$ cat src/cpu_cfg.svh
// processor sizing macros
// data width, register count, reset pc and pc step

`ifndef CPU_CFG_SVH
`define CPU_CFG_SVH

// data, instruction and address width
`define CPU_DATA_W 16

// architectural registers, r0 included
`define CPU_REG_COUNT 16

// first fetch address after reset
`define CPU_RESET_PC 16'h0000

// bytes per instruction
`define CPU_PC_STEP 16'd2

`endif

$ cat src/cpu_pkg.sv
// shared types for the pipelined processor
// opcodes, branch conditions, fetch states and pipeline structs

package cpu_pkg;

`include "cpu_cfg.svh"

	typedef logic [`CPU_DATA_W-1:0] word_t;
	typedef logic [$clog2(`CPU_REG_COUNT)-1:0] reg_idx_t;

	// opcode field values
	typedef enum logic [3:0] {
		OP_ADD = 4'h0,
		OP_SUB = 4'h1,
		OP_XOR = 4'h3,
		OP_SLL = 4'h4,
		OP_SRA = 4'h5,
		OP_LHB = 4'hA,
		OP_LLB = 4'hB,
		OP_B   = 4'hC,
		OP_HLT = 4'hF
	} opcode_e;

	// branch conditions in instr bits 11:9
	typedef enum logic [2:0] {
		CC_NE,
		CC_EQ,
		CC_GT,
		CC_LT,
		CC_GE,
		CC_LE,
		CC_OV,
		CC_AL
	} cond_e;

	typedef struct packed {
		opcode_e  opcode;
		reg_idx_t rd;
		reg_idx_t rs;
		reg_idx_t rt;
	} instr_t;

	typedef struct packed {
		logic z;
		logic v;
		logic n;
	} flags_t;

	typedef enum logic [2:0] {
		FS_IDLE,
		FS_REQ,
		FS_RELEASE,
		FS_HOLD,
		FS_HALTED
	} fetch_state_e;

	// four-phase req/ack instruction port
	typedef struct packed {
		logic  req;
		word_t addr;
	} imem_req_t;

	typedef struct packed {
		logic  ack;
		word_t instr;
	} imem_rsp_t;

	typedef struct packed {
		logic   valid;
		instr_t instr;
		word_t  a;
		word_t  b;
	} id_ex_t;

	typedef struct packed {
		logic     valid;
		reg_idx_t dest;
		word_t    data;
	} wb_t;

	typedef struct packed {
		logic  valid;
		logic  taken;
		word_t target;
	} branch_t;

endpackage

$ cat src/cpu.sv
// processor top level
// fetch fsm, pc counter, decode, register file and execute

module cpu import cpu_pkg::*; (
	input  logic      clk,
	input  logic      rst,
	output imem_req_t imem_req,
	input  imem_rsp_t imem_rsp,
	output wb_t       wb,
	output word_t     pc,
	output logic      hlt
);

	// fetch to decode
	logic     fetch_valid;
	instr_t   fetch_instr;
	logic     pc_step;

	// decode to register file
	reg_idx_t rs_idx;
	reg_idx_t rt_idx;
	word_t    rs_data;
	word_t    rt_data;

	// execute results back up the pipe
	id_ex_t   id_ex;
	branch_t  branch;
	logic     halt_retired;

	////////////////////////////////////////////////////////////
	// front end
	////////////////////////////////////////////////////////////

	fetch_fsm fetch0 (
		.clk          (clk),
		.rst          (rst),
		.imem_rsp     (imem_rsp),
		.imem_req     (imem_req),
		.pc           (pc),
		.branch       (branch),
		.halt_retired (halt_retired),
		.fetch_valid  (fetch_valid),
		.fetch_instr  (fetch_instr),
		.pc_step      (pc_step),
		.hlt          (hlt)
	);

	pc_counter pc0 (
		.clk     (clk),
		.rst     (rst),
		.pc_step (pc_step),
		.branch  (branch),
		.pc      (pc)
	);

	////////////////////////////////////////////////////////////
	// decode, registers, execute
	////////////////////////////////////////////////////////////

	decode_stage decode0 (
		.clk         (clk),
		.rst         (rst),
		.fetch_valid (fetch_valid),
		.fetch_instr (fetch_instr),
		.rs_idx      (rs_idx),
		.rt_idx      (rt_idx),
		.rs_data     (rs_data),
		.rt_data     (rt_data),
		.wb          (wb),
		.id_ex       (id_ex)
	);

	register_file regs0 (
		.clk     (clk),
		.rst     (rst),
		.rs_idx  (rs_idx),
		.rt_idx  (rt_idx),
		.wb      (wb),
		.rs_data (rs_data),
		.rt_data (rt_data)
	);

	execute_stage exec0 (
		.clk          (clk),
		.rst          (rst),
		.id_ex        (id_ex),
		.wb           (wb),
		.branch       (branch),
		.halt_retired (halt_retired)
	);

endmodule

$ cat src/decode_stage.sv
// decode stage
// source select, ex forwarding and the id/ex register

module decode_stage import cpu_pkg::*; (
	input  logic     clk,
	input  logic     rst,
	input  logic     fetch_valid,
	input  instr_t   fetch_instr,
	output reg_idx_t rs_idx,
	output reg_idx_t rt_idx,
	input  word_t    rs_data,
	input  word_t    rt_data,
	input  wb_t      wb,
	output id_ex_t   id_ex
);

	logic  half_load;
	word_t op_a;
	word_t op_b;

	// lhb and llb read rd to keep its other byte
	assign half_load = (fetch_instr.opcode == OP_LHB) || (fetch_instr.opcode == OP_LLB);

	assign rs_idx = fetch_instr.rs;
	assign rt_idx = half_load ? fetch_instr.rd : fetch_instr.rt;

	////////////////////////////////////////////////////////////
	// forwarding from ex/wb
	////////////////////////////////////////////////////////////

	// fetch gaps are at least two cycles, so ex/wb is the only
	// producer still ahead of the register file
	always_comb begin
		if (wb.valid && (wb.dest == rs_idx) && (rs_idx != '0))
			op_a = wb.data;
		else
			op_a = rs_data;
	end

	always_comb begin
		if (wb.valid && (wb.dest == rt_idx) && (rt_idx != '0))
			op_b = wb.data;
		else
			op_b = rt_data;
	end

	////////////////////////////////////////////////////////////
	// id/ex register
	////////////////////////////////////////////////////////////

	always_ff @(posedge clk) begin
		// payload only moves with a new instruction
		if (fetch_valid) begin
			id_ex.instr <= fetch_instr;
			id_ex.a     <= op_a;
			id_ex.b     <= op_b;
		end
		// bubble when nothing was captured
		if (rst)
			id_ex.valid <= 1'b0;
		else
			id_ex.valid <= fetch_valid;
	end

endmodule

$ cat src/execute_stage.sv
// execute stage
// saturating alu, flags, branch decision, ex/wb register and halt pulse

module execute_stage import cpu_pkg::*; (
	input  logic    clk,
	input  logic    rst,
	input  id_ex_t  id_ex,
	output wb_t     wb,
	output branch_t branch,
	output logic    halt_retired
);

`include "cpu_cfg.svh"

	localparam word_t SAT_MAX = {1'b0, {(`CPU_DATA_W-1){1'b1}}};
	localparam word_t SAT_MIN = {1'b1, {(`CPU_DATA_W-1){1'b0}}};

	instr_t  ins;
	word_t   add_raw;
	word_t   sub_raw;
	logic    add_ovf;
	logic    sub_ovf;
	word_t   sat_val;
	word_t   result;
	logic    sat;
	logic    set_znv;
	logic    set_z;
	logic    writes;
	flags_t  flags;
	cond_e   cond;
	logic    cond_met;
	logic    [8:0] offset;
	word_t   ex_pc2;

	assign ins = id_ex.instr;

	////////////////////////////////////////////////////////////
	// alu
	////////////////////////////////////////////////////////////

	assign add_raw = id_ex.a + id_ex.b;
	assign sub_raw = id_ex.a - id_ex.b;
	// signed overflow flips the result sign away from a
	assign add_ovf = (id_ex.a[`CPU_DATA_W-1] == id_ex.b[`CPU_DATA_W-1]) &&
		(add_raw[`CPU_DATA_W-1] != id_ex.a[`CPU_DATA_W-1]);
	assign sub_ovf = (id_ex.a[`CPU_DATA_W-1] != id_ex.b[`CPU_DATA_W-1]) &&
		(sub_raw[`CPU_DATA_W-1] != id_ex.a[`CPU_DATA_W-1]);
	// clamp toward the sign of a
	assign sat_val = id_ex.a[`CPU_DATA_W-1] ? SAT_MIN : SAT_MAX;

	always_comb begin
		result  = '0;
		sat     = 1'b0;
		set_znv = 1'b0;
		set_z   = 1'b0;
		writes  = 1'b0;
		case (ins.opcode)
			OP_ADD: begin
				sat     = add_ovf;
				result  = add_ovf ? sat_val : add_raw;
				set_znv = 1'b1;
				writes  = 1'b1;
			end
			OP_SUB: begin
				sat     = sub_ovf;
				result  = sub_ovf ? sat_val : sub_raw;
				set_znv = 1'b1;
				writes  = 1'b1;
			end
			OP_XOR: begin
				result = id_ex.a ^ id_ex.b;
				set_z  = 1'b1;
				writes = 1'b1;
			end
			// shift amount is the rt field itself
			OP_SLL: begin
				result = id_ex.a << ins.rt;
				set_z  = 1'b1;
				writes = 1'b1;
			end
			OP_SRA: begin
				result = word_t'($signed(id_ex.a) >>> ins.rt);
				set_z  = 1'b1;
				writes = 1'b1;
			end
			// operand b holds the old rd
			OP_LHB: begin
				result = {ins.rs, ins.rt, id_ex.b[7:0]};
				writes = 1'b1;
			end
			OP_LLB: begin
				result = {id_ex.b[15:8], ins.rs, ins.rt};
				writes = 1'b1;
			end
			// b, hlt and unused opcodes write nothing
			default: begin
				result = '0;
			end
		endcase
	end

	always_ff @(posedge clk) begin
		if (rst) begin
			flags <= '0;
		end else if (id_ex.valid && set_znv) begin
			flags.z <= (result == '0);
			flags.v <= sat;
			flags.n <= result[`CPU_DATA_W-1];
		end else if (id_ex.valid && set_z) begin
			flags.z <= (result == '0);
		end
	end

	////////////////////////////////////////////////////////////
	// branch
	////////////////////////////////////////////////////////////

	assign cond   = cond_e'(ins.rd[3:1]);
	assign offset = {ins.rd[0], ins.rs, ins.rt};

	always_comb begin
		case (cond)
			CC_NE:   cond_met = !flags.z;
			CC_EQ:   cond_met = flags.z;
			CC_GT:   cond_met = !flags.z && !flags.n;
			CC_LT:   cond_met = flags.n;
			CC_GE:   cond_met = flags.z || (!flags.z && !flags.n);
			CC_LE:   cond_met = flags.n || flags.z;
			CC_OV:   cond_met = flags.v;
			default: cond_met = 1'b1;
		endcase
	end

	// valid for the whole b execute cycle and acted on at its end edge
	assign branch.valid  = id_ex.valid && (ins.opcode == OP_B);
	assign branch.taken  = branch.valid && cond_met;
	assign branch.target = ex_pc2 + {{6{offset[8]}}, offset, 1'b0};

	// pc+2 of the instruction in id/ex
	// fetch is in order so only steps and taken targets move it
	always_ff @(posedge clk) begin
		if (rst)
			ex_pc2 <= `CPU_RESET_PC + `CPU_PC_STEP;
		else if (branch.taken)
			ex_pc2 <= branch.target + `CPU_PC_STEP;
		else if (id_ex.valid)
			ex_pc2 <= ex_pc2 + `CPU_PC_STEP;
	end

	////////////////////////////////////////////////////////////
	// ex/wb register
	////////////////////////////////////////////////////////////

	always_ff @(posedge clk) begin
		wb.dest <= ins.rd;
		wb.data <= result;
		if (rst) begin
			wb.valid     <= 1'b0;
			halt_retired <= 1'b0;
		end else begin
			// r0 targets dropped here
			wb.valid     <= id_ex.valid && writes && (ins.rd != '0);
			halt_retired <= id_ex.valid && (ins.opcode == OP_HLT);
		end
	end

	// ex/wb forwarding needs a free cycle between valid instructions
	assert property (@(posedge clk) disable iff (rst)
		id_ex.valid |=> !id_ex.valid);

endmodule

$ cat src/fetch_fsm.sv
// instruction fetch state machine
// four-phase req/ack, hold on branch, halt and sticky hlt

module fetch_fsm import cpu_pkg::*; (
	input  logic      clk,
	input  logic      rst,
	input  imem_rsp_t imem_rsp,
	output imem_req_t imem_req,
	input  word_t     pc,
	input  branch_t   branch,
	input  logic      halt_retired,
	output logic      fetch_valid,
	output instr_t    fetch_instr,
	output logic      pc_step,
	output logic      hlt
);

	fetch_state_e state;
	fetch_state_e state_nxt;
	instr_t       rsp_instr;
	logic         capture;

	assign rsp_instr = instr_t'(imem_rsp.instr);

	// first clock with ack high while requesting
	assign capture = (state == FS_REQ) && imem_rsp.ack;
	assign pc_step = capture;

	// req straight from state, addr follows pc
	assign imem_req.req  = (state == FS_REQ);
	assign imem_req.addr = pc;

	always_comb begin
		state_nxt = state;
		case (state)
			// wait out any ack left over from before reset
			FS_IDLE:
				if (!imem_rsp.ack)
					state_nxt = FS_REQ;
			FS_REQ:
				if (imem_rsp.ack) begin
					if (rsp_instr.opcode == OP_B)
						state_nxt = FS_HOLD;
					else if (rsp_instr.opcode == OP_HLT)
						state_nxt = FS_HALTED;
					else
						state_nxt = FS_RELEASE;
				end
			// req is low, new req only once ack seen low
			FS_RELEASE:
				if (!imem_rsp.ack)
					state_nxt = FS_REQ;
			// b in decode or execute, pc loads on the same edge
			FS_HOLD:
				if (branch.valid)
					state_nxt = FS_RELEASE;
			FS_HALTED:
				state_nxt = FS_HALTED;
			default:
				state_nxt = FS_IDLE;
		endcase
	end

	always_ff @(posedge clk) begin
		// captured word, held until the next capture
		if (capture)
			fetch_instr <= rsp_instr;
		if (rst) begin
			state       <= FS_IDLE;
			fetch_valid <= 1'b0;
			hlt         <= 1'b0;
		end else begin
			state       <= state_nxt;
			fetch_valid <= capture;
			// stays up until reset
			hlt         <= hlt | halt_retired;
		end
	end

	////////////////////////////////////////////////////////////
	// handshake checks
	////////////////////////////////////////////////////////////

	// no req drop before ack
	assert property (@(posedge clk) disable iff (rst)
		(imem_req.req && !imem_rsp.ack) |=> imem_req.req);

	// pc_counter must not move the address mid request
	assert property (@(posedge clk) disable iff (rst)
		(imem_req.req && $past(imem_req.req)) |-> $stable(imem_req.addr));

endmodule

$ cat src/pc_counter.sv
// fetch address counter
// steps per captured instruction and loads taken branch targets

module pc_counter import cpu_pkg::*; (
	input  logic    clk,
	input  logic    rst,
	input  logic    pc_step,
	input  branch_t branch,
	output word_t   pc
);

`include "cpu_cfg.svh"

	word_t pc_nxt;

	// a taken branch has priority over the step
	always_comb begin
		if (branch.valid && branch.taken)
			pc_nxt = branch.target;
		else if (pc_step)
			pc_nxt = pc + `CPU_PC_STEP;
		else
			pc_nxt = pc;
	end

	always_ff @(posedge clk) begin
		if (rst)
			pc <= `CPU_RESET_PC;
		else
			pc <= pc_nxt;
	end

	// fetch is held while a b is in execute
	assert property (@(posedge clk) disable iff (rst)
		!(branch.valid && pc_step));

endmodule

$ cat src/register_file.sv
// register file, sixteen words
// r0 reads zero, write port bypassed to both read ports

module register_file import cpu_pkg::*; (
	input  logic     clk,
	input  logic     rst,
	input  reg_idx_t rs_idx,
	input  reg_idx_t rt_idx,
	input  wb_t      wb,
	output word_t    rs_data,
	output word_t    rt_data
);

`include "cpu_cfg.svh"

	word_t regs [`CPU_REG_COUNT];

	logic  wr_en;

	// r0 is never written
	assign wr_en = wb.valid && (wb.dest != '0);

	always_ff @(posedge clk) begin
		if (rst) begin
			for (int i = 0; i < `CPU_REG_COUNT; i++)
				regs[i] <= '0;
		end else if (wr_en) begin
			regs[wb.dest] <= wb.data;
		end
	end

	// read with same-cycle bypass
	function automatic word_t read_port(input reg_idx_t idx);
		if (idx == '0)
			return '0;
		else if (wr_en && (wb.dest == idx))
			return wb.data;
		else
			return regs[idx];
	endfunction

	assign rs_data = read_port(rs_idx);
	assign rt_data = read_port(rt_idx);

endmodule

$ cat config.mk
export PLATFORM = sky130hd
export DESIGN_NAME = cpu
export DESIGN_NICKNAME = d
export VERILOG_FILES = /design/src/cpu_pkg.sv /design/src/cpu.sv /design/src/decode_stage.sv /design/src/execute_stage.sv /design/src/fetch_fsm.sv /design/src/pc_counter.sv /design/src/register_file.sv
export VERILOG_INCLUDE_DIRS = /design/src /design/src/src
export SDC_FILE = /design/constraint.sdc
export NUM_CORES = 1
export LEC_CHECK = 0
export ABC_AREA = 1
export BUFFER_PORTS_ARGS = -buffer_cell sky130_fd_sc_hd__buf_2
export CORE_ASPECT_RATIO = 0.8
export CORE_UTILIZATION = 25
export CTS_BUF_LIST = sky130_fd_sc_hd__clkbuf_16
export CTS_CLUSTER_SIZE = 8
export DETAILED_ROUTE_END_ITERATION = 12
export PLACE_DENSITY = 0.43
export SYNTH_ARGS = -nofsm -noshare
export SYNTH_HDL_FRONTEND = slang
export SYNTH_SLANG_ARGS = --single-unit
$ cat constraint.sdc
create_clock -name clk -period 5 [get_ports clk]
set_clock_uncertainty 0.2 [all_clocks]
set_input_delay 0.25 -clock clk [delete_from_list [all_inputs] [get_ports clk]]
set_output_delay 0.25 -clock clk [all_outputs]
set_load 0.1 [all_outputs]
# Yosys cells after proc, flatten, opt, wreduce, memory -nomap -nowiden
# Memories as Yosys holds them, arrays and structs flattened. A register that Yosys moved wholly into a read port is not among the register bits.
# Cells that the tools add are included.
# op_classes
n_addsub	6
multipliers	0
n_div	0
n_lt_le_gt_ge	0
eq_ne	31
n_shift	2
mux	37
n_bitwise	2
n_reduce_logical	43
# ops
op	count
$mux W16	14
$pmux W16 S7	1
$add A16 B2 Y16 const B	3
$add A16 B16 Y16	2
$eq A4 B4 Y1 const B	8
$logic_and A1 B1 Y1	19
$logic_not A16 Y1	1
$reduce_bool A4 Y1	4
$reduce_or A16 Y1	1
$shl A16 B4 Y16	1
$sshr A16 B4 Y16	1
$sub A16 B16 Y16	1
$xor A16 B16 Y16	1
$mux W3	5
$eq A3 B2 Y1 const B	4
$eq A3 B3 Y1 const B	4
$logic_not A4 Y1	3
$mux W4	3
$pmux W3 S4	1
$mux W1	11
$eq A4 B3 Y1 const B	2
$eq A4 B4 Y1	2
$pmux W1 S7	1
$reduce_or A7 Y1	1
other kinds (16)	27
# word_totals
ff_bits	127
latch_bits	0
ram_bits	256
romBits	0
inputBits	19
out_inout_bits	55
wordCells	145
memories	1
# memory_table
name	words	width	read_ports	rd_ports_with_merged_regs	write_ports	line	rtl
regs0.regs	16	16	2	1	16	register_file.sv:16	word_t regs [`CPU_REG_COUNT];

# Depth between registers and ports, before layout
# Gate-level depths: netlist (run 1).
# logic_depth
depth_word	8
ltp_mapped	28
depth_no_buf	27

# By module
# Synthesis (run 1) repeated with hierarchy kept, for this count alone.
# hier_totals
cells_unflattened	3839
hier_area_um2	26425.3
# modules_own_cells
mod	n_inst	cells_each	area_each_um2	seq_area_each_um2
register_file	1	2099	15339.7	7687.4
execute_stage	1	1266	6785.3	800.8
decode_stage	1	229	2336.0	1461.4
pc_counter	1	173	1101.1	320.3
fetch_fsm	1	72	863.3	580.6

# Worst setup path before layout (run 1)
# No wires, ideal clock.
# synth_timing
kind	flip-flop to flip-flop
startpoint	register fetch0.state[0]
endpoint	register pc0.pc[5]
setup_ps	123
arrival_ps	3305
required_ps	4677
path_slack_ps	1373
path_stages_with_launch	11
path_buffers	1
synth_period_minus_slack_ps	3627
cell_sequence	dfxtp_1 > inv_1 > nor2_1 > inv_1 > nor2_1 > inv_1 > nor2_1 > clkbuf_1 > nand3_1 > o211ai_1 > a21oi_1
# synth_lines
element	line	rtl
from (decl)	fetch_fsm.sv:18	fetch_state_e state;
from (signal assigned)	fetch_fsm.sv:73	state <= state_nxt;
to (signal assigned)	pc_counter.sv:28	pc <= `CPU_RESET_PC;
to (signal assigned)	pc_counter.sv:30	pc <= pc_nxt;
to (decl)	pc_counter.sv:9	output word_t pc

# Worst setup path in the final report (run 1)
# layout_timing
startpoint	register decode0.id_ex[18] (netlist name)
endpoint	register exec0.flags[2] (netlist bit)
# layout_between
elab_chain_cells	8
word_cells_on_any_way	15
cone_classes	2 x add/sub; 2 x eq/ne; 2 x shift; 5 x mux; 1 x bitwise; 3 x reduce/logical
# layout_lines
element	line	rtl
$sub A16 B16 Y16 / $add A16 B16 Y16 (equally long branches)	execute_stage.sv:42, execute_stage.sv:41	
$ne A1 B1 Y1, on equally long branches	execute_stage.sv:47, execute_stage.sv:45	
$logic_and A1 B1 Y1, on equally long branches	execute_stage.sv:46, execute_stage.sv:44	
$mux W16, on equally long branches	execute_stage.sv:66, execute_stage.sv:60	
$pmux W16 S7 *	execute_stage.sv:57	case (ins.opcode)
named net exec0.result[3]	execute_stage.sv:24	word_t result;
$logic_not A16 Y1 *	execute_stage.sv:106, execute_stage.sv:110	
$mux W1	execute_stage.sv:109	end else if (id_ex.valid && set_z) begin
$mux W1 *	execute_stage.sv:105	end else if (id_ex.valid && set_znv) begin
to (decl)	execute_stage.sv:29	flags_t flags;
# The timed path passes the listed nets; every way through them passes the cells marked *. The select of a mux whose other input is x is not followed.
# A chain may end at the register's enable or synchronous reset.

==> results of run 1 <==
-- registers in the layout, summed over array words and instances (netlist names), named ones only --
register            flops
decode0.id_ex          49
pc0.pc                 15
fetch0.state            3
exec0.ex_pc2           15
regs0.regs            256
exec0.flags             3
exec0.halt_retired      1
fetch0.fetch_instr     16
fetch0.fetch_valid      1
fetch0.hlt              1
exec0.wb               21
-- per-layer routing --
layer  vias up  global-route usage (%)
li1      10470                       -
met1     10750                   30.16
met2       809                   27.71
met3        99                   2.961
met4         0                   3.404
met5         -                       0
-- synthesized netlist by cell type, types with 9 or more instances --
master    count
inv_2        17
buf_4        23
or2_2        11
nor2_1      432
xnor2_1       9
buf_2        36
a221oi_1     19
a32o_1       39
o211ai_1     24
o21ai_2      10
nor3_1       16
xor2_1       17
o22ai_1      24
dfxtp_1      65
nand2_1     803
nand2_2      14
nand3_1     314
edfxtp_1    320
ha_1         46
a21oi_1     198
inv_1       215
o21ai_0     152
nand4_1      42
clkbuf_1    114
buf_1        21
o21ai_1      17
-- where the power goes --
part           switching, mW  leakage, nW  internal (mW)
clock network           1.48        0.856           1.95
logic                   1.02         6.34          0.334
registers              0.104         3.76           3.61
-- logic make-up (layout without fill, tap and decap cells) --
group,count (synthesis),after routing,share of synthesized area (%)
AOI/OAI and AO/OA,527,527,13.30
xor gates and xnor gates,26,26,0.9556
adders and majority gates,50,50,2.751
and+or+nand+nor,1669,1669,29.48
DFF,385,385,45.79
other,1,18,0.01574
buffers and inverters,441,458,7.708
-- worst register-to-register path: stages, from the launching register on --
cell	delay, ps
edfxtp_1	450
ha_1	540
nand2_1	140
nor3_1	400
o21bai_1	190
nand2_1	120
a21o_1	130
a21oi_1	70
fa_1	460
nand2_1	110
nor2_1	40
nor2_1	730
inv_1	180
nor3_1	180
nor3_1	70
nand2_1	60
nor2_1	40
nand2_1	90
nor2_1	40
nand2_1	80
nor2_2	40
nand2_1	60
a21oi_2	50
-- cell type report --
| cell class | instances | area [um^2] |
|---|---|---|
| tap | 1224 | 1531 |
| sequential | 385 | 10920 |
| clock inverter | 33 | 147.6 |
| multi-input combinational | 2290 | 11160 |
| timing repair buffer | 128 | 875.8 |
| inverter | 242 | 917.1 |
| clock buffer | 55 | 1376 |
| fill | 10110 | 66790 |
-- layout by cell type, fill, tap and decap left out, types with 9 or more instances in the layout --
master,synthesis,final
a32o_1,39,39
nand2_2,14,14
nand4_1,42,42
edfxtp_1,320,320
buf_2,36,71
dlygate4sd3_1,0,17
o22ai_1,24,24
o21ai_2,10,10
xnor2_1,9,9
nand2_1,803,802
o21ai_0,152,152
a21oi_1,198,198
nor3_1,16,16
nor2_1,432,431
nor2_2,8,9
dfxtp_1,65,61
inv_1,215,242
buf_4,23,36
or2_2,11,11
ha_1,46,46
xor2_1,17,17
o211ai_1,24,24
nand3_1,314,314
conb_1,1,18
inv_2,17,18
clkbuf_16,0,55
o21ai_1,17,17
a221oi_1,19,19
-- path summary, 6_finish.rpt --
check,start,end,slack [ps]
worst max-delay path,decode0.id_ex[18]$_DFFE_PP_,exec0.flags[2]$_SDFFE_PP0P_,400
worst min register to register,decode0.id_ex[43]$_DFFE_PP_,exec0.wb[19]$_DFF_P_,180
worst min-delay path,rst,fetch0.hlt$_SDFF_PP0_,150
worst max register to register,decode0.id_ex[18]$_DFFE_PP_,exec0.flags[2]$_SDFFE_PP0P_,400
-- timing repair --
item / in CTS / in global routing
hold buffers: 17 / 0
hold endpoints to repair: 23 / 0
gates resized for setup: 0 / 0
-- through the flow --
step / area, um^2 / setup WS (ps)
2_1_floorplan: 23890 / 1373
3_3_place_gp: 25240 / 582.7
3_5_place_dp: 25240 / 495.4
4_1_cts: 26930 / 472.5
5_1_grt: 26930 / 54.49
6_report: 26930 / 399.7
==> out/results.tsv, run 1 <==
metric	value	unit
met3 WL	6807	um
DP Wirelength	68420	um
CP most frequent cell	nand2_1	
worst-margin pin slew	1085	ps
Port-buffer cells	71	
post-synthesis register bit count	385	
largest net degree at the start of global routing	114	
run status	finished, final reports clean	
DR DRC count	0	
number of global-route vias before repair	20730	
via count	22130	
Routed Antenna Nets	0	
# setup viols final	0	
WP data required	5270	ps
CP Capture Type	flop	
met1 wire length	48260	um
first-pass GRT wire length	140600	um
GP Congestion	1.018	
Row Count	100	
ys flop type	edfxtp_1	
root buf cell	clkbuf_16	
Top Family by Delay on Critical Path	simple AND/OR/NAND/NOR gates	
Critical Path Fanout Max	13	
Top Layer Used	met4	
core area	93710	um^2
Period Utilization, post-route	92.01	%
post-synthesis instance total	3099	
die height	278.1	um
Crit. path cell count	22	
Fmax	0.2174	GHz
Synth area leaders	edfxtp_1, nand2_1, nor2_1	
CP max-delay cell	nor2_1	
RSZ-0062 raised after global routing	no	
gr ovfl total	0	
Critical Path AT	4870	ps
mean area per synthesized cell	7.689	um^2
Design Power	8.493	mW
initial antenna violation count	1	
Max-Cap Viols	0	
Startpoint Class	flop	
Worst Hold Depth	3	
max incr delay on CP	730	ps
Post-CTS Setup Inserts	0	
Final Critical Period	4600	ps
CTS buffer count	54	
Hold Vio Cnt, Final	0	
layout cells sized above 1	8.235	%
CTS tree	built	
Die ar.	96560	um^2
top-area cell type share of the netlist area	40.33	%
routed wire length per instance	21.92	um
GRT Total Usage	19.30	%
CP cell instances	ha_1 -> nand2_1 -> nor3_1 -> o21bai_1 -> nand2_1 -> a21o_1 -> a21oi_1 -> fa_1 -> nand2_1 -> nor2_1 -> nor2_1 -> inv_1 -> nor3_1 -> nor3_1 -> nand2_1 -> nor2_1 -> nand2_1 -> nor2_1 -> nand2_1 -> nor2_2 -> nand2_1 -> a21oi_2	
CTS H-tree depth	2	
Distinct cells, synth	59	
area leader, netlist	edfxtp_1	
final wirelength	95480	um
antenna fix cells	0	
Leak Pwr	10.95	nW
Ys Warns	0	
Hold Slack	150.0	ps
critical setup path kind	flop to flop	
Skew-Pair Late Insertion Delay	610	ps
drt pass-1 iters	6	
# nets final	3170	
non-filler cells, final	4357	
Via density	5.079	
WL met2	39040	um
PwrDens	315.4	nW/um^2
Syn-to-layout area delta	13.01	%
Final Core Density	28.74	%
placed cell count	4252	
Final Slew Violations	0	
clock sinks	385	
Iteration-0 DRC Markers	2410	
fraction of registers with async set/reset	0	%
Max IR drop VDD	0.2578	mV
Buf+Inv Stages, Crit Path	1	
min-delay worst type	input port to flop	
IO Pins	74	
Initial Util	25.43	%
clk buf depth	3	
die width	347.2	um
clock slew at reported path FFs	60	ps
number of synthesized flops with an enable pin	320	
R2R depth	22	
synthesized area	23830	um^2
Worst slew margin	27.49	%
setup TNS	0	ps
Seq/Total Area, Yosys	45.79	%
(Power assumes the default switching activity.)
==> run 2: changes to the inputs <==
--- a/config.mk
+++ b/config.mk
@@ -9,11 +9,14 @@
 export ABC_AREA = 1
 export BUFFER_PORTS_ARGS = -buffer_cell sky130_fd_sc_hd__buf_2
 export CORE_ASPECT_RATIO = 0.8
+export CORE_MARGIN = 5
 export CORE_UTILIZATION = 25
 export CTS_BUF_LIST = sky130_fd_sc_hd__clkbuf_16
 export CTS_CLUSTER_SIZE = 8
 export DETAILED_ROUTE_END_ITERATION = 12
+export MAX_ROUTING_LAYER = met4
 export PLACE_DENSITY = 0.43
 export SYNTH_ARGS = -nofsm -noshare
 export SYNTH_HDL_FRONTEND = slang
+export SYNTH_HIERARCHICAL = 1
 export SYNTH_SLANG_ARGS = --single-unit
==> run 2 against run 1 <==
Effect of this change:
- sequential share of layout area shrank 3.9 points
- synthesized area grew 11%
- first-iteration DRC count grew 1.6%
- count of clock-buffer cells in the layout shrank 1
- total power shrank 1.6%
- clock power is essentially flat
- via count grew 13%
- worst setup slack gained 170 ps
- routed wire length grew 12%
- critical path depth grew 1
- combinational power shrank 7%
- sequential power shrank 2%
- largest power group unchanged
==> out/results.tsv, run 2 <==
metric	value	unit	change
run status	finished, final reports clean		unchanged
min-delay worst type	input port to flop		unchanged
Critical Path Fanout Max	15		was 13
layout cells sized above 1	7.738	%	was 8.235%
synthesized area	26430	um^2	was 23,830 um^2
number of filler cells placed in the layout	11640		was 10,110
Ys Warns	6		was 0
number of synthesized flops with an enable pin	320		unchanged
max FFs per register	256		unchanged
XOR/XNOR share of the synthesized area	0.8286	%	was 0.9556%
top flop regs	regs0/regs: 256 flops, decode0/id_ex: 49 flops, exec0/wb: 21 flops		was regs0.regs: 256 flops, decode0.id_ex: 49 flops, exec0.wb: 21 flops
Sw Pwr	2.544	mW	was 2.600 mW
post-synthesis instance total	3839		was 3,099
reg2reg start	decode0/id_ex[24]$_DFFE_PP_		was decode0.id_ex[18]$_DFFE_PP_
mean area per synthesized cell	6.883	um^2	was 7.689 um^2
Post-CTS Setup Inserts	0		unchanged
Net Sw Frac	30.44	%	was 30.62%
critical setup path kind	flop to flop		unchanged
Leak Pwr	13.80	nW	was 10.95 nW
Synth Area in Simple Gates	40.09	%	was 29.48%
largest net degree at the start of global routing	132		was 114
Internal Pwr Total	5.813	mW	was 5.893 mW
DP Wirelength	73680	um	was 68,420 um
Skew-Pair Late Insertion Delay	630	ps	was 610 ps
ys flop type	edfxtp_1		unchanged
via count	24960		was 22,130
DR DRC count	0		unchanged
area leader, netlist	edfxtp_1		unchanged
routed wire length per instance	20.33	um	was 21.92 um
Critical path origin	decode0/id_ex[24]$_DFFE_PP_		was decode0.id_ex[18]$_DFFE_PP_
drt pass-1 iters	5		was 6
largest family of logic cells by synthesized area	simple AND/OR/NAND/NOR gates		unchanged
# nets final	3901		was 3,170
Synth top cells by count	nand2_1, nand3_1, nor2_1, inv_1, edfxtp_1		was nand2_1, nor2_1, edfxtp_1, nand3_1, inv_1
clk buf depth	3		unchanged
Synth area leaders	edfxtp_1, nand2_1, nand3_1		was edfxtp_1, nand2_1, nor2_1
Die ar.	112300	um^2	was 96,560 um^2
worst-margin pin slew	1210	ps	was 1085 ps
CP Capture Type	flop		unchanged
clock slew at reported path FFs	60	ps	about the same
top-area cell type share of the netlist area	36.36	%	was 40.33%
CTS H-tree depth	2		unchanged
Via density	4.736		was 5.079
combinational power share	15.1	%	was 15.9%
fraction of registers with async set/reset	0	%	unchanged
Seq/Total Area, Yosys	41.06	%	was 45.79%
Post-Synth Adder-Cell Area	2.481	%	was 2.751%
GP Congestion	0.9909		was 1.018
Syn-to-layout area delta	11.98	%	was 13.01%
Final Critical Period	4427	ps	was 4600 ps
Startpoint Class	flop		unchanged
Max-Cap Viols	0		unchanged
Flop pwr share	43.7	%	about the same
Hold-fix buffers, CTS	18		was 17
Initial Util	25.22	%	was 25.43%
root buf cell	clkbuf_16		unchanged
# setup viols final	0		unchanged
CTS buffer count	54		unchanged
Critical Path AT	4780	ps	was 4870 ps
CTS tree	built		unchanged
gr ovfl total	0		unchanged
die width	373.5	um	was 347.2 um
Top reg by flops	regs0/regs		was regs0.regs
CTS resizes	0		unchanged
most common cell after layout, fill and taps aside	nand2_1		unchanged
final wirelength	107100	um	was 95,480 um
clock sinks	382		was 385
HP Start	imem_rsp[5]		was rst
die height	300.8	um	was 278.1 um
number of global-route vias before repair	23560		was 20,730
Routed Antenna Nets	0		unchanged
Design Power	8.357	mW	was 8.493 mW
PwrDens	282.4	nW/um^2	was 315.4 nW/um^2
first-pass GRT wire length	158000	um	was 140,600 um
post-synthesis register bit count	382		was 385
commonest non-fill, non-tap cells in the layout	nand2_1, nand3_1, nor2_1, inv_1, edfxtp_1		was nand2_1, nor2_1, edfxtp_1, nand3_1, inv_1
Worst slew margin	19.04	%	was 27.49%
WP data required	5360	ps	was 5270 ps
initial antenna violation count	2		was 1
Max IR drop VDD	0.2469	mV	was 0.2578 mV
Distinct cells, synth	58		was 59
Hold Vio Cnt, Final	0		unchanged
Iteration-0 DRC Markers	2449		was 2,410
Fmax	0.2259	GHz	was 0.2174 GHz
core area	104800	um^2	was 93,710 um^2
R2R depth	23		was 22
GRT Total Usage	19.05	%	was 19.30%
multiplexer share of the synthesized area	0	%	unchanged
Final Slew Violations	0		unchanged
top-count cell post-synth	nand2_1		unchanged
Period Utilization, post-route	88.53	%	was 92.01%
Row Count	106		was 100
IO Pins	74		unchanged
Clk network pwr share	41.2	%	was 40.4%
Worst Hold Depth	2		was 3
setup TNS	0	ps	unchanged
Synth Area in Compound Gates	4.569	%	was 13.30%
Port-buffer cells	73		was 71
RSZ-0062 raised after global routing	no		unchanged
-- run 2: changes by cell type after synthesis, moves of 37 or more --
cell	change
a21oi_1	-133
a32o_1	-39
clkbuf_1	-37
inv_1	+237
nand2_1	+434
nand3_1	+265
nor2_1	+90
o21ai_0	-52
-- run 2: path summary, 6_finish.rpt --
check                                          to  slack [ps]
setup / recovery      exec0/flags[2]$_SDFFE_PP0P_         570
hold reg to reg       decode0/id_ex[44]$_DFFE_PP_         220
setup reg to reg      exec0/flags[2]$_SDFFE_PP0P_         570
hold / removal    fetch0/fetch_instr[5]$_DFFE_PP_         170
-- run 2: per-layer routing --
metal | GRT usage (%) | wire length (um) | share of wire (%) | vias to the layer above
li1 | - | - | - | 12160
met1 | 27.55 | 52040 | 49 | 11800
met2 | 26.89 | 43630 | 41 | 850
met3 | 4.064 | 8772 | 8.2 | 149
met4 | 4.854 | 2660 | 2.5 | 0
met5 | - | 0 | 0 | -
-- run 2: power by group through the flow --
stage	Sequential, mW	Combinational (mW)	Clock [mW]
CTS	3.65	1.25	3.55
global route	3.66	1.38	3.66
floorplan	3.75	0.766	0
finish	3.65	1.26	3.44
global placement	3.72	1.24	0
detailed placement	3.72	1.23	0
-- run 2: worst max-delay path, cell delays in order, from the launching register on --
cell      delay, ps
edfxtp_1        450
ha_1            440
nand2_1         210
inv_1            60
nand2_1          60
nand2_1          60
a21oi_1         300
nand2_1         140
a21o_1          180
a21oi_1         220
fa_1            500
nand2_1          90
nand2_1          70
nand3_2         300
o21ai_0         150
a21oi_1         160
nand3_1          80
nor2_1           90
nand2_1          80
nor2_1          100
nand2_1          90
nor2_1          110
nand3_1          80
a21oi_1         130
-- run 2: through the flow --
stage | cells | util [%] | area [um^2] | setup WS (ps) | hold WS [ps]
after global placement | 5162 | 26.61 | 27880 | 761.4 | 208.5
after global routing | 5269 | 28.24 | 29590 | 315.1 | 146.5
after floorplan | 3854 | - | 26480 | 1531 | 119.1
after CTS | 5268 | 28.24 | 29590 | 651.2 | 117.6
final | 5269 | 28.24 | 29590 | 573.5 | 169.9
after detailed placement | 5162 | 26.61 | 27880 | 702.9 | 206.6
-- run 2: cells by family after synthesis --
family,Yosys count
buf+inv,686
compound gates,213
other cells,2
flops,382
xor+xnor,25
simple gates,2481
fa+ha+maj,50
-- run 2: area by class of cell --
cell class,instances,area [um^2],area share [%]
diodes,1,2.502,0.008457
clock buffers,54,1351,4.567
clock inverters,34,172.7,0.5835
inverters,474,1795,6.068
multi-input cells,2786,12740,43.06
flip-flops and latches,382,10850,36.67
well taps,1404,1757,5.937
repair buffers,134,918.4,3.104
==> run 3: changes to the inputs <==
--- a/config.mk
+++ b/config.mk
@@ -12,7 +12,7 @@
 export CORE_MARGIN = 5
 export CORE_UTILIZATION = 25
 export CTS_BUF_LIST = sky130_fd_sc_hd__clkbuf_16
-export CTS_CLUSTER_SIZE = 8
+export CTS_CLUSTER_SIZE = 25
 export DETAILED_ROUTE_END_ITERATION = 12
 export MAX_ROUTING_LAYER = met4
 export PLACE_DENSITY = 0.43
==> constraint.sdc (replaced) <==
create_clock -name clk -period 5.6 [get_ports clk]
set_clock_uncertainty 0.2 [all_clocks]
set_input_delay 0.28 -clock clk [delete_from_list [all_inputs] [get_ports clk]]
set_output_delay 0.28 -clock clk [all_outputs]
set_load 0.1 [all_outputs]
==> run 3 against run 2 <==
Effect of this change:
- final area shrank 0.31%
- sequential power shrank 11%
- via count shrank 0.40%
- die area is the same
- global-route usage shrank 0.26 points
==> out/results.tsv, run 3 (synthesis gave the netlist of run 2 again) <==
metric	value	unit	change
setup TNS	0	ps	unchanged
routed wire length per instance	20.07	um	was 20.33 um
GRT Total Usage	18.78	%	was 19.05%
Top Family by Delay on Critical Path	simple AND/OR/NAND/NOR gates		unchanged
PwrDens	252.5	nW/um^2	was 282.4 nW/um^2
number of global-route vias before repair	23610		was 23,560
max FFs per register	256		unchanged
Seq. cell area	10850	um^2	unchanged
root buf cell	clkbuf_16		unchanged
die width	373.5	um	unchanged
first-pass GRT wire length	156700	um	was 158,000 um
GP Congestion	0.9666		was 0.9909
Fmax	0.2316	GHz	was 0.2259 GHz
# nets final	3885		was 3,901
Via density	4.729		was 4.736
Top Layer Used	met4		unchanged
Max-Cap Viols	0		unchanged
Row Count	106		unchanged
via count	24860		was 24,960
number of filler cells placed in the layout	11650		was 11,640
Syn-to-layout area delta	11.63	%	was 11.98%
Hold-fix buffers, CTS	17		was 18
clk buf depth	3		unchanged
Max IR drop VDD	0.2243	mV	was 0.2469 mV
Routed Antenna Nets	0		unchanged
Period Utilization, post-route	77.11	%	was 88.53%
Worst slew margin	18.77	%	was 19.04%
CP max-delay cell	fa_1		unchanged
CP Capture Type	flop		unchanged
drt pass-1 iters	6		was 5
FF-to-FF setup slack	1280	ps	was 570 ps
RSZ-0062 raised after global routing	no		unchanged
die height	300.8	um	unchanged
Startpoint Class	flop		unchanged
area of the multi-input gates	12740	um^2	about the same
most common cell after layout, fill and taps aside	nand2_1		unchanged
gr ovfl total	0		unchanged
Port-buffer cells	73		unchanged
Post-CTS Setup Inserts	0		unchanged
largest net degree at the start of global routing	133		was 132
CTS H-tree depth	2		unchanged
layout cells sized above 1	7.740	%	was 7.738%
min-delay worst type	input port to flop		unchanged
CP cell instances	ha_1 -> nand2_1 -> inv_1 -> nand2_1 -> nand2_1 -> a21oi_1 -> nand2_1 -> a21o_1 -> a21oi_1 -> fa_1 -> nand2_1 -> nand2_1 -> nand3_2 -> nand2_1 -> o21ai_0 -> inv_1 -> nor2_1 -> nand2_1 -> nor2_1 -> nand2_1 -> nor2_1 -> nand3_1 -> a21oi_1		was ha_1 -> nand2_1 -> inv_1 -> nand2_1 -> nand2_1 -> a21oi_1 -> nand2_1 -> a21o_1 -> a21oi_1 -> fa_1 -> nand2_1 -> nand2_1 -> nand3_2 -> o21ai_0 -> a21oi_1 -> nand3_1 -> nor2_1 -> nand2_1 -> nor2_1 -> nand2_1 -> nor2_1 -> nand3_1 -> a21oi_1
final wirelength	105500	um	was 107,100 um
CP most frequent cell	nand2_1		unchanged
CTS resizes	0		unchanged
IO Pins	74		unchanged
clock sinks	382		unchanged
top flop regs	regs0/regs: 256 flops, decode0/id_ex: 49 flops, exec0/wb: 21 flops		unchanged
Skew-Pair Late Insertion Delay	610	ps	was 630 ps
Critical Path Fanout Max	15		unchanged
commonest non-fill, non-tap cells in the layout	nand2_1, nand3_1, nor2_1, inv_1, edfxtp_1		unchanged
met3 WL	7917	um	was 8772 um
core area	104800	um^2	unchanged
Hold Vio Cnt, Final	0		unchanged
# setup viols final	0		unchanged
DR DRC count	0		unchanged
Initial Util	25.22	%	unchanged
max incr delay on CP	490	ps	was 500 ps
CTS buffer count	48		was 54
initial antenna violation count	1		was 2
WP data required	5930	ps	was 5360 ps
met1 wire length	51840	um	was 52,040 um
non-filler cells, final	5256		was 5,269
critical setup path kind	flop to flop		unchanged
Final Core Density	28.16	%	was 28.24%
placed cell count	5153		was 5,162
Die ar.	112300	um^2	unchanged
Iteration-0 DRC Markers	2532		was 2,449
clock slew at reported path FFs	60	ps	about the same
WL met2	43070	um	was 43,630 um
CTS tree	built		unchanged
Top reg by flops	regs0/regs		unchanged
Final Critical Period	4318	ps	was 4427 ps
DP Wirelength	71940	um	was 73,680 um
worst-margin pin slew	1215	ps	was 1210 ps
Critical Path AT	4650	ps	was 4780 ps
Buf+Inv Stages, Crit Path	2		was 1
Final Slew Violations	0		unchanged
Leak Pwr	13.67	nW	was 13.80 nW
run status	finished, final reports clean		unchanged
-- run 3: cell types whose count changed in the layout (fill, tap and decap cells not counted), moves of 2 or more --
cell / delta
inv_16: -2
bufinv_16: +4
clkinv_1: +9
inv_1: -20
clkinv_2: +5
clkinvlp_4: +3
clkbuf_16: -5
buf_4: -10
inv_6: +2
-- run 3: metal layers --
layer,vias up,global-route usage (%)
li1,12120,-
met1,11730,27.80
met2,876,26.37
met3,131,3.276
met4,0,4.627
met5,-,-
-- run 3: area by class of cell --
cell class | count | area share (%)
Clock buffer | 49 | 4.157
Antenna cell | 2 | 0.01697
Tap cell | 1404 | 5.955
Clock inverter | 35 | 0.9034
Multi-Input combinational cell | 2786 | 43.20
Inverter | 474 | 6.086
Sequential cell | 382 | 36.79
Timing Repair Buffer | 124 | 2.893
-- run 3: stage by stage --
stage          setup WS (ps)  power, mW  hold WS, ps  cell area, um^2
2_1_floorplan           2131      4.029        149.1            26480
3_3_place_gp            1388      4.418        205.7            27830
3_5_place_dp            1338      4.412        207.1            27830
4_1_cts                 1323      7.537        22.37            29490
5_1_grt                887.2      7.772        67.90            29490
6_report                1282      7.449        70.86            29500
-- run 3: where the power goes --
group / leakage, nW / internal (mW) / switching (mW)
registers: 3.73 / 3.18 / 0.0699
logic: 9.19 / 0.278 / 0.837
clock network: 0.759 / 1.76 / 1.32
-- run 3: worst paths after layout --
kind / from / endpoint / cells after the start
worst max register to register: decode0/id_ex[24]$_DFFE_PP_ / exec0/flags[2]$_SDFFE_PP0P_ / 23
worst max-delay path: decode0/id_ex[24]$_DFFE_PP_ / exec0/flags[2]$_SDFFE_PP0P_ / 23
worst min-delay path: rst / exec0/flags[2]$_SDFFE_PP0P_ / 3
worst min register to register: fetch0/fetch_instr[12]$_DFFE_PP_ / decode0/id_ex[44]$_DFFE_PP_ / 0
-- run 3: tightest hold or removal path, cell delays in order --
cell	delay [ps]
buf_2	90
buf_4	270
a21oi_1	170
